File: src/abs_cmp_pkg.sv
package abs_cmp_pkg;

  //////////////////////////////
  // beat geometry
  //////////////////////////////
  // 16-bit lanes per beat
  localparam int NUM_LANES = 8;
  localparam int LANE_W = 16;
  // interference estimate width
  localparam int THRESH_W = 64;

  //////////////////////////////
  // flow control
  //////////////////////////////
  // input buffer slots, also the source credits after reset
  localparam int DEPTH = 4;
  // buffer pointer index width
  localparam int PTR_W = $clog2(DEPTH);
  // downstream slots after reset
  localparam int OUT_CREDITS = 4;
  // beat stages ahead of the compare register
  localparam int CMP_LAT = 3;

  // one lane, raw two's complement
  typedef logic [LANE_W-1:0] lane_t;
  // magnitudes carry one growth bit
  typedef logic [LANE_W:0] mag16_t;
  typedef logic [2*LANE_W:0] mag32_t;
  typedef logic [THRESH_W-1:0] thresh_t;
  // one quiet flag per sample
  typedef logic [NUM_LANES-1:0] flags_t;
  // 0 to OUT_CREDITS
  typedef logic [2:0] credit_t;

  // lane interpretation of a beat
  typedef enum logic [1:0] {
    MODE_REAL16 = 2'd0,
    MODE_CPLX16 = 2'd1,
    MODE_CPLX32 = 2'd2
  } mode_e;

endpackage

File: src/beat_if.sv
`timescale 1ns/1ns

// one popped beat, buffer to compare stage
interface beat_if;
  import abs_cmp_pkg::*;

  // registered pop strobe
  logic valid;
  mode_e mode;
  thresh_t thresh;
  lane_t [NUM_LANES-1:0] lanes;

  // buffer side
  modport src (
    output valid, mode, thresh, lanes
  );

  // compare side
  modport dst (
    input valid, mode, thresh, lanes
  );

endinterface

File: src/beat_fifo.sv
`timescale 1ns/1ns

module beat_fifo (
  input  logic clk,
  input  logic rst_n,
  input  logic i_valid,
  input  abs_cmp_pkg::mode_e i_mode,
  input  abs_cmp_pkg::thresh_t i_thresh,
  input  abs_cmp_pkg::lane_t [abs_cmp_pkg::NUM_LANES-1:0] i_lanes,
  input  logic i_pop_ok,
  output logic o_popped,
  output logic o_in_credit,
  beat_if.src o_beat
);
  import abs_cmp_pkg::*;

  //////////////////////////////
  // storage
  //////////////////////////////
  mode_e mode_mem [DEPTH];
  thresh_t thresh_mem [DEPTH];
  lane_t [NUM_LANES-1:0] lanes_mem [DEPTH];

  // extra msb tells full from empty
  logic [PTR_W:0] wr_ptr;
  logic [PTR_W:0] rd_ptr;
  logic full;
  logic empty;
  logic wr_en;
  logic pop;

  assign empty = (wr_ptr == rd_ptr);
  assign full = (wr_ptr[PTR_W] != rd_ptr[PTR_W]) &&
                (wr_ptr[PTR_W-1:0] == rd_ptr[PTR_W-1:0]);
  // a write into a full buffer is dropped here, never overwrites
  assign wr_en = i_valid && !full;
  // pointers are registered, so a fresh beat pops one edge later at the earliest
  assign pop = !empty && i_pop_ok;
  assign o_popped = pop;

  always_ff @(posedge clk) begin
    if (wr_en) begin
      mode_mem[wr_ptr[PTR_W-1:0]] <= i_mode;
      thresh_mem[wr_ptr[PTR_W-1:0]] <= i_thresh;
      lanes_mem[wr_ptr[PTR_W-1:0]] <= i_lanes;
    end
  end

  //////////////////////////////
  // pointers and strobes
  //////////////////////////////
  always_ff @(posedge clk or negedge rst_n) begin
    if (!rst_n) begin
      wr_ptr <= '0;
      rd_ptr <= '0;
      o_beat.valid <= 1'b0;
      o_in_credit <= 1'b0;
    end else begin
      if (wr_en) begin
        wr_ptr <= wr_ptr + 1'b1;
      end
      if (pop) begin
        rd_ptr <= rd_ptr + 1'b1;
      end
      // freed slot goes back to the source as a credit
      o_in_credit <= pop;
      o_beat.valid <= pop;
    end
  end

  // popped beat held until the next pop
  always_ff @(posedge clk) begin
    if (pop) begin
      o_beat.mode <= mode_mem[rd_ptr[PTR_W-1:0]];
      o_beat.thresh <= thresh_mem[rd_ptr[PTR_W-1:0]];
      o_beat.lanes <= lanes_mem[rd_ptr[PTR_W-1:0]];
    end
  end

endmodule

File: src/out_credit_ctl.sv
`timescale 1ns/1ns

module out_credit_ctl (
  input  logic clk,
  input  logic rst_n,
  input  logic i_popped,
  input  logic i_out_credit,
  output logic o_pop_ok
);
  import abs_cmp_pkg::*;

  // free slots at the sink
  credit_t credit_cnt;

  always_ff @(posedge clk or negedge rst_n) begin
    if (!rst_n) begin
      credit_cnt <= credit_t'(OUT_CREDITS);
    end else begin
      case ({i_popped, i_out_credit})
        // pop reserves a slot for the beat entering the pipe
        2'b10: credit_cnt <= credit_cnt - credit_t'(1);
        // returned slot, never above the reset value
        2'b01: begin
          if (credit_cnt < credit_t'(OUT_CREDITS)) begin
            credit_cnt <= credit_cnt + credit_t'(1);
          end
        end
        // pop and return together cancel
        default: credit_cnt <= credit_cnt;
      endcase
    end
  end

  // any free slot allows a pop
  assign o_pop_ok = (credit_cnt != '0);

endmodule

File: src/abs_real.sv
`timescale 1ns/1ns

module abs_real (
  input  logic clk,
  input  logic rst_n,
  input  logic i_vld,
  input  abs_cmp_pkg::lane_t i_sample,
  output logic o_rdy,
  output abs_cmp_pkg::lane_t o_abs
);
  import abs_cmp_pkg::*;

  always_ff @(posedge clk or negedge rst_n) begin
    if (!rst_n) begin
      o_rdy <= 1'b0;
    end else begin
      o_rdy <= i_vld;
    end
  end

  // read as unsigned after negation, so -32768 lands on 32768
  always_ff @(posedge clk) begin
    if (i_vld) begin
      o_abs <= i_sample[LANE_W-1] ? lane_t'(-i_sample) : i_sample;
    end
  end

endmodule

File: src/abs_complex.sv
`timescale 1ns/1ns

module abs_complex #(
  parameter int WIDTH = 16
) (
  input  logic clk,
  input  logic rst_n,
  input  logic i_vld,
  input  logic signed [WIDTH-1:0] i_re,
  input  logic signed [WIDTH-1:0] i_im,
  output logic o_rdy,
  output logic [WIDTH:0] o_mag
);

  // stage 1 part magnitudes, unsigned
  logic [WIDTH-1:0] abs_re;
  logic [WIDTH-1:0] abs_im;
  logic vld_s1;
  logic [WIDTH-1:0] max_v;
  logic [WIDTH-1:0] min_v;

  always_ff @(posedge clk or negedge rst_n) begin
    if (!rst_n) begin
      vld_s1 <= 1'b0;
      o_rdy <= 1'b0;
    end else begin
      vld_s1 <= i_vld;
      o_rdy <= vld_s1;
    end
  end

  always_ff @(posedge clk) begin
    if (i_vld) begin
      abs_re <= i_re[WIDTH-1] ? -i_re : i_re;
      abs_im <= i_im[WIDTH-1] ? -i_im : i_im;
    end
  end

  assign max_v = (abs_re > abs_im) ? abs_re : abs_im;
  assign min_v = (abs_re > abs_im) ? abs_im : abs_re;

  // stage 2, alpha-max-plus-beta-min with alpha 1 and beta 1/2
  always_ff @(posedge clk) begin
    if (vld_s1) begin
      o_mag <= {1'b0, max_v} + {2'b00, min_v[WIDTH-1:1]};
    end
  end

endmodule

File: src/abs_cmp.sv
`timescale 1ns/1ns

module abs_cmp (
  input  logic clk,
  input  logic rst_n,
  beat_if.dst i_beat,
  output logic o_valid,
  output abs_cmp_pkg::mode_e o_mode,
  output abs_cmp_pkg::flags_t o_flags
);
  import abs_cmp_pkg::*;

  // divert registers, one set per lane reading
  lane_t real_smp [NUM_LANES];
  lane_t c16_re [NUM_LANES/2];
  lane_t c16_im [NUM_LANES/2];
  logic [2*LANE_W-1:0] c32_re [NUM_LANES/4];
  logic [2*LANE_W-1:0] c32_im [NUM_LANES/4];
  // per-path valids after divert
  logic s1_rvld;
  logic s1_c16vld;
  logic s1_c32vld;
  // beat fields riding alongside the data
  mode_e mode_q [CMP_LAT];
  thresh_t thresh_q [CMP_LAT];
  // abs and magnitude results
  logic [NUM_LANES-1:0] real_rdy;
  logic [NUM_LANES/2-1:0] c16_rdy;
  logic [NUM_LANES/4-1:0] c32_rdy;
  lane_t real_abs [NUM_LANES];
  lane_t real_abs_d [NUM_LANES];
  logic real_vld_d;
  mag16_t c16_mag [NUM_LANES/2];
  mag32_t c32_mag [NUM_LANES/4];
  logic mag_vld;
  flags_t real_flags;
  logic [NUM_LANES/2-1:0] c16_flags;
  logic [NUM_LANES/4-1:0] c32_flags;
  flags_t nxt_flags;

  //////////////////////////////
  // lane divert
  //////////////////////////////
  always_ff @(posedge clk or negedge rst_n) begin
    if (!rst_n) begin
      s1_rvld <= 1'b0;
      s1_c16vld <= 1'b0;
      s1_c32vld <= 1'b0;
    end else begin
      s1_rvld <= i_beat.valid && (i_beat.mode == MODE_REAL16);
      s1_c16vld <= i_beat.valid && (i_beat.mode == MODE_CPLX16);
      s1_c32vld <= i_beat.valid && (i_beat.mode == MODE_CPLX32);
    end
  end

  // only the active path loads, the others hold
  always_ff @(posedge clk) begin
    if (i_beat.valid) begin
      case (i_beat.mode)
        MODE_REAL16: begin
          for (int k = 0; k < NUM_LANES; k++) begin
            real_smp[k] <= i_beat.lanes[k];
          end
        end
        // even lane real, odd lane imaginary
        MODE_CPLX16: begin
          for (int k = 0; k < NUM_LANES/2; k++) begin
            c16_re[k] <= i_beat.lanes[2*k];
            c16_im[k] <= i_beat.lanes[2*k+1];
          end
        end
        // upper lane of each pair is the high half
        MODE_CPLX32: begin
          for (int k = 0; k < NUM_LANES/4; k++) begin
            c32_re[k] <= {i_beat.lanes[4*k+1], i_beat.lanes[4*k]};
            c32_im[k] <= {i_beat.lanes[4*k+3], i_beat.lanes[4*k+2]};
          end
        end
        default: ;
      endcase
    end
  end

  // mode and estimate follow the beat up to the compare
  always_ff @(posedge clk) begin
    mode_q[0] <= i_beat.mode;
    thresh_q[0] <= i_beat.thresh;
    for (int s = 1; s < CMP_LAT; s++) begin
      mode_q[s] <= mode_q[s-1];
      thresh_q[s] <= thresh_q[s-1];
    end
  end

  //////////////////////////////
  // abs and magnitude
  //////////////////////////////
  for (genvar k = 0; k < NUM_LANES; k++) begin : g_real
    abs_real u_abs_real (
      .clk(clk), .rst_n(rst_n), .i_vld(s1_rvld), .i_sample(real_smp[k]),
      .o_rdy(real_rdy[k]), .o_abs(real_abs[k])
    );
  end

  for (genvar k = 0; k < NUM_LANES/2; k++) begin : g_c16
    abs_complex #(.WIDTH(LANE_W)) u_abs_c16 (
      .clk(clk), .rst_n(rst_n), .i_vld(s1_c16vld), .i_re(c16_re[k]), .i_im(c16_im[k]),
      .o_rdy(c16_rdy[k]), .o_mag(c16_mag[k])
    );
  end

  for (genvar k = 0; k < NUM_LANES/4; k++) begin : g_c32
    abs_complex #(.WIDTH(2*LANE_W)) u_abs_c32 (
      .clk(clk), .rst_n(rst_n), .i_vld(s1_c32vld), .i_re(c32_re[k]), .i_im(c32_im[k]),
      .o_rdy(c32_rdy[k]), .o_mag(c32_mag[k])
    );
  end

  // real path is one stage short of the complex path
  always_ff @(posedge clk or negedge rst_n) begin
    if (!rst_n) begin
      real_vld_d <= 1'b0;
    end else begin
      real_vld_d <= &real_rdy;
    end
  end

  always_ff @(posedge clk) begin
    if (&real_rdy) begin
      real_abs_d <= real_abs;
    end
  end

  //////////////////////////////
  // threshold compare
  //////////////////////////////
  // quiet when not above the estimate, zero-extended to the slice width
  always_comb begin
    for (int k = 0; k < NUM_LANES; k++) begin
      real_flags[k] = (real_abs_d[k] <= thresh_q[CMP_LAT-1][LANE_W-1:0]);
    end
    for (int k = 0; k < NUM_LANES/2; k++) begin
      c16_flags[k] = ((2*LANE_W)'(c16_mag[k]) <= thresh_q[CMP_LAT-1][2*LANE_W-1:0]);
    end
    for (int k = 0; k < NUM_LANES/4; k++) begin
      c32_flags[k] = (THRESH_W'(c32_mag[k]) <= thresh_q[CMP_LAT-1]);
    end
    case (mode_q[CMP_LAT-1])
      MODE_REAL16: nxt_flags = real_flags;
      MODE_CPLX16: nxt_flags = flags_t'(c16_flags);
      MODE_CPLX32: nxt_flags = flags_t'(c32_flags);
      default:     nxt_flags = '0;
    endcase
  end

  // paths are aligned, at most one is valid per cycle
  assign mag_vld = real_vld_d | (&c16_rdy) | (&c32_rdy);

  always_ff @(posedge clk or negedge rst_n) begin
    if (!rst_n) begin
      o_valid <= 1'b0;
      o_mode <= MODE_REAL16;
      o_flags <= '0;
    end else begin
      o_valid <= mag_vld;
      if (mag_vld) begin
        o_mode <= mode_q[CMP_LAT-1];
        o_flags <= nxt_flags;
      end
    end
  end

endmodule

File: src/prep_top.sv
`timescale 1ns/1ns

module prep_top (
  input  logic clk,
  input  logic rst_n,
  // source side, credit governed
  input  logic i_valid,
  input  abs_cmp_pkg::mode_e i_mode,
  input  abs_cmp_pkg::thresh_t i_thresh,
  input  abs_cmp_pkg::lane_t [abs_cmp_pkg::NUM_LANES-1:0] i_lanes,
  output logic o_in_credit,
  // sink side, credits come back on i_out_credit
  output logic o_valid,
  output abs_cmp_pkg::mode_e o_mode,
  output abs_cmp_pkg::flags_t o_flags,
  input  logic i_out_credit
);

  // popped beat into the compare stage
  beat_if u_beat ();

  // pop handshake between buffer and credit counter
  logic popped;
  logic pop_ok;

  beat_fifo u_beat_fifo (
    .clk(clk),
    .rst_n(rst_n),
    .i_valid(i_valid),
    .i_mode(i_mode),
    .i_thresh(i_thresh),
    .i_lanes(i_lanes),
    .i_pop_ok(pop_ok),
    .o_popped(popped),
    .o_in_credit(o_in_credit),
    .o_beat(u_beat.src)
  );

  out_credit_ctl u_out_credit_ctl (
    .clk(clk),
    .rst_n(rst_n),
    .i_popped(popped),
    .i_out_credit(i_out_credit),
    .o_pop_ok(pop_ok)
  );

  abs_cmp u_abs_cmp (
    .clk(clk),
    .rst_n(rst_n),
    .i_beat(u_beat.dst),
    .o_valid(o_valid),
    .o_mode(o_mode),
    .o_flags(o_flags)
  );

endmodule

File: config.mk
export PLATFORM = sky130hd
export DESIGN_NAME = prep_top
export DESIGN_NICKNAME = d
export VERILOG_FILES = /design/src/abs_cmp_pkg.sv /design/src/beat_if.sv /design/src/beat_fifo.sv /design/src/out_credit_ctl.sv /design/src/abs_real.sv /design/src/abs_complex.sv /design/src/abs_cmp.sv /design/src/prep_top.sv
export SDC_FILE = /design/constraint.sdc
export NUM_CORES = 2
export LEC_CHECK = 0
export BUFFER_PORTS_ARGS = -buffer_cell sky130_fd_sc_hd__buf_4
export CORE_ASPECT_RATIO = 0.5
export CORE_MARGIN = 3
export CORE_UTILIZATION = 60
export CTS_CLUSTER_SIZE = 16
export DETAILED_ROUTE_END_ITERATION = 7
export PLACE_DENSITY = 0.76
export SLEW_MARGIN = 15
export SYNTH_ARGS = -nofsm -noshare
export SYNTH_HDL_FRONTEND = slang
export SYNTH_SLANG_ARGS = --single-unit
File: constraint.sdc
create_clock -name clk -period 20.1 [get_ports clk]
set_input_delay 4.02 -clock clk [delete_from_list [all_inputs] [get_ports clk]]
set_output_delay 4.02 -clock clk [all_outputs]
set_load 0.005 [all_outputs]
==> run metrics <==
die height between 200 and 300 µm; result of the run finished clean; Clk pwr share 17.9%; GRT overflow 0; multiplexer area fraction after synthesis about 6.2%; Pre-antenna DRT Iters 6; Max IR drop VDD ~0.12 mV; drt wl/cell 25.15 µm; Logic pwr share a little under two fifths; crit-path cells ha_1, nand4_1, or4_1, or3_1, o21bai_1, a21oi_4, buf_4, mux2_2, ha_1, fa_1, a211o_1, a2111oi_0, o211a_1, nor3_1, o2111ai_1, a21boi_0, mux2i_1, o211ai_1; Core Util, Final about two thirds; Syn Nets 6682; pin count of the biggest net entering global routing roughly 110; Worst Skew between 0.07 and 0.08 ns; Row Count 102; reg2reg end u_abs_cmp.g_c32[0].u_abs_c32.o_mag[28]$_DFFE_PP_; CP max stage cell buf_4; cell count along the critical path 18; Clock Tree Buf Depth 4; Max Fanout on Critical Path 93; fmax 147.5 MHz; Detail Route Antenna Nets 0; CP top delay family compound AO/OA/AOI/OAI gates; CP arrival between 7 and 8 ns; first-pass GRT wire length approximately 320000 µm; Net Sw Frac between 30% and 40%; required time worst endpoint around 21 ns; Avg Cell Area, Syn approximately 16 µm²; PostCTS Resize Cnt 0; initial antenna violation count 20; Placeable Area 155300 µm²; Synth-to-Final Area Change 11.27%; # port buffers 209; WL final 214600 µm; CTS Root Cell clkbuf_16; main combinational cell family by area after synthesis adder cells; clk sinks about 2200; number of synthesized flops with an enable pin 2000; FFs w/ async S/R, synth approximately 1.3%; Final Hold Fails 0; Die W 566.4 µm; # IOs 210; number of global-route vias before repair 51586; CP startpoint u_abs_cmp.g_c32[0].u_abs_c32.abs_re[29]$_DFFE_PP_; final setup fails 0; Critical Path Source Type flip-flop; Final nets 7033; DR vias 51673; Top cell by count, worst path ha_1; Setup Total Neg Slack 0 ns; Leak approximately 38 nW; CTS tree built; Synth Cell Area ~94000 µm²; Slew headroom a little under a quarter; GRT Util Overall approximately a quarter; slowest cell delay on critical path around 0.7 ns; FF-to-FF Start u_abs_cmp.g_c32[0].u_abs_c32.abs_re[29]$_DFFE_PP_; initial drt markers 4880; Synth Area in Adders under 10%; final hold slack about 0.31 ns; crit path kind flip-flop to flip-flop; Int Power 13.09 mW; routability-driven placement congestion ratio 0.9246; YS warnings 0; H-Tree Depth 4; post-synthesis compound-gate area fraction 6.557%; Yosys cell types 76; Main synth FF type edfxtp_1; max_cap viols 0; worst min path class flip-flop to flip-flop; DIE AREA ~160000 µm²; Syn Inst Count roughly 6000; Skew-Pair Late Insertion Delay slightly above 0.8 ns; number of cell instances on the worst register-to-register path 18; #FFs+latches synth roughly 2200; net switching power about 7.5 mW; fin crit share around 34%; Synth Area in Simple Gates under 10%; max-slew violations 0; sequential-to-total area share from yosys stat between 60% and 70%; DRC viols 0; CTS Buf Count slightly below 200; layout cells sized above 1 ~15%; Starting Density 60.65%; Worst Path Buf+Inv 1; hold_buf cts 0; R2R Setup Slk between 10 and 15 ns; Post-CTS Setup Inserts 0; Worst-path clk slew around 0.070 ns; worst slew pin tran 1.147 ns; RSZ-0062 raised after global routing false; DP Wirelength roughly 150000 µm; pwr/cell area 196.8 nW/µm²; xor/xnor share of the synthesized area between 4 and 5%; worst setup path endpoint u_abs_cmp.g_c32[0].u_abs_c32.o_mag[28]$_DFFE_PP_; routed vias/inst a little over 6; element type at the critical path end flip-flop; Seq pwr share between 40 and 50%; minimum clock period between 6 and 7 ns
-- layout by cell type, fill, tap and decap left out, types with 22 or more instances in the layout --
| cell | netlist | routed |
|---|---|---|
| o31ai_1 | 99 | 99 |
| inv_1 | 257 | 242 |
| nand2b_1 | 52 | 52 |
| o41ai_1 | 22 | 22 |
| clkbuf_1 | 91 | 41 |
| xor2_1 | 67 | 67 |
| o21bai_1 | 22 | 22 |
| a21o_1 | 125 | 125 |
| dfxtp_1 | 198 | 197 |
| clkinv_2 | 0 | 29 |
| buf_4 | 0 | 270 |
| nor2b_1 | 50 | 50 |
| nor3_1 | 65 | 64 |
| mux4_2 | 194 | 194 |
| o21ai_0 | 338 | 337 |
| nand3_1 | 60 | 60 |
| xnor2_1 | 364 | 364 |
| ha_1 | 537 | 537 |
| nand2_1 | 387 | 387 |
| edfxtp_1 | 2000 | 2000 |
| o21a_1 | 58 | 58 |
| nand4_1 | 70 | 70 |
| nor4_1 | 35 | 34 |
| mux2_2 | 124 | 124 |
| clkinv_1 | 0 | 25 |
| nor2_1 | 130 | 128 |
| or3_1 | 81 | 81 |
| clkbuf_16 | 0 | 199 |
| or4_1 | 25 | 25 |
| a21oi_1 | 181 | 179 |
-- flip-flops by register name, indices dropped and copies added, names as in the netlist, 68 cells and up --
name,cells
u_abs_cmp.g_c16.u_abs_c16.o_mag,68
u_abs_cmp.g_real.u_abs_real.o_abs,128
u_abs_cmp.real_abs_d,128
u_abs_cmp.real_smp,128
u_abs_cmp.thresh_q,192
u_beat_fifo.lanes_mem,512
u_beat_fifo.o_beat.lanes,128
u_beat_fifo.thresh_mem,256
-- cell families after synthesis --
group	Yosys count
AO/OA/AOI/OAI	980
XOR/XNOR	431
adder cells (fa/ha/maj)	544
buffers and inverters	374
flip-flops	2228
multiplexers	327
AND/OR/NAND/NOR	1056
-- worst min path at each step --
stage                                       start                                  to  slack [ns]  depth (start not counted)
3_5_place_dp    u_abs_cmp.thresh_q[0][60]$_DFF_P_  u_abs_cmp.thresh_q[0][124]$_DFF_P_        0.31                          0
6_report       u_abs_cmp.thresh_q[0][110]$_DFF_P_  u_abs_cmp.thresh_q[0][174]$_DFF_P_        0.31                          0
4_1_cts        u_abs_cmp.thresh_q[0][110]$_DFF_P_  u_abs_cmp.thresh_q[0][174]$_DFF_P_        0.31                          0
5_1_grt        u_abs_cmp.thresh_q[0][110]$_DFF_P_  u_abs_cmp.thresh_q[0][174]$_DFF_P_        0.31                          0
2_1_floorplan      u_abs_cmp.mode_q[0][0]$_DFF_P_      u_abs_cmp.mode_q[0][2]$_DFF_P_        0.31                          0
3_3_place_gp    u_abs_cmp.thresh_q[0][32]$_DFF_P_   u_abs_cmp.thresh_q[0][96]$_DFF_P_        0.31                          0
-- metal layers --
metal / up-vias / share of wire [%] / GRT usage, % / wire (µm)
met5: - / 0.019 / 0 / 40
met4: 6 / 3.1 / 8.187 / 6720
met3: 381 / 7.5 / 4.479 / 16110
met2: 1751 / 47 / 42.49 / 101100
met1: 25890 / 42 / 37.13 / 90600
li1: 23645 / - / - / -
-- through the flow --
stage          cells  setup WS, ns  cell area [µm²]  total power [mW]
2_1_floorplan   5940         8.298            94210             14.46
3_3_place_gp    8175         12.88            98540             16.60
6_report        8533         13.32           104800             20.63
5_1_grt         8529         12.92           104800             21.87
3_5_place_dp    8175         12.76            98540             16.93
4_1_cts         8527         13.39           104800             20.70
-- Yosys cell counts, types with 21 or more instances --
library cell	instances	share of area, %
edfxtp_1	2000	64
ha_1	537	7.1
nand2_1	387	1.5
xnor2_1	364	3.4
o21ai_0	338	1.8
inv_1	257	1.0
dfxtp_1	198	4.2
mux4_2	194	4.6
a21oi_1	181	0.96
nor2_1	130	0.52
a21o_1	125	1.0
mux2_2	124	1.5
o31ai_1	99	0.79
clkbuf_1	91	0.36
or3_1	81	0.54
nand4_1	70	0.46
xor2_1	67	0.62
nor3_1	65	0.35
nand3_1	60	0.32
o21a_1	58	0.46
nand2b_1	52	0.35
nor2b_1	50	0.33
nor4_1	35	0.23
dfrtp_1	29	0.77
buf_1	25	0.10
or4_1	25	0.20
o21bai_1	22	0.18
o41ai_1	22	0.20
a211oi_1	21	0.17
-- power by group through the flow --
stage	sequential, mW	clock (mW)	combinational, mW
3_5_place_dp	9.18	0	7.76
6_report	9.12	3.70	7.82
2_1_floorplan	8.83	0	5.63
5_1_grt	9.27	3.94	8.66
4_1_cts	9.11	3.76	7.84
3_3_place_gp	9.08	0	7.52
-- area by class of cell --
cell class / count / area, µm²
diodes: 6 / 15.01
clock buffers: 262 / 5430
clock inverters: 90 / 837.1
fillers: 10065 / 50500
inverters: 257 / 964.7
multi-input cells: 3338 / 28100
flip-flops and latches: 2228 / 64800
well taps: 2080 / 2603
repair buffers: 272 / 2067
No activity file was read; power rests on OpenSTA's default activity.
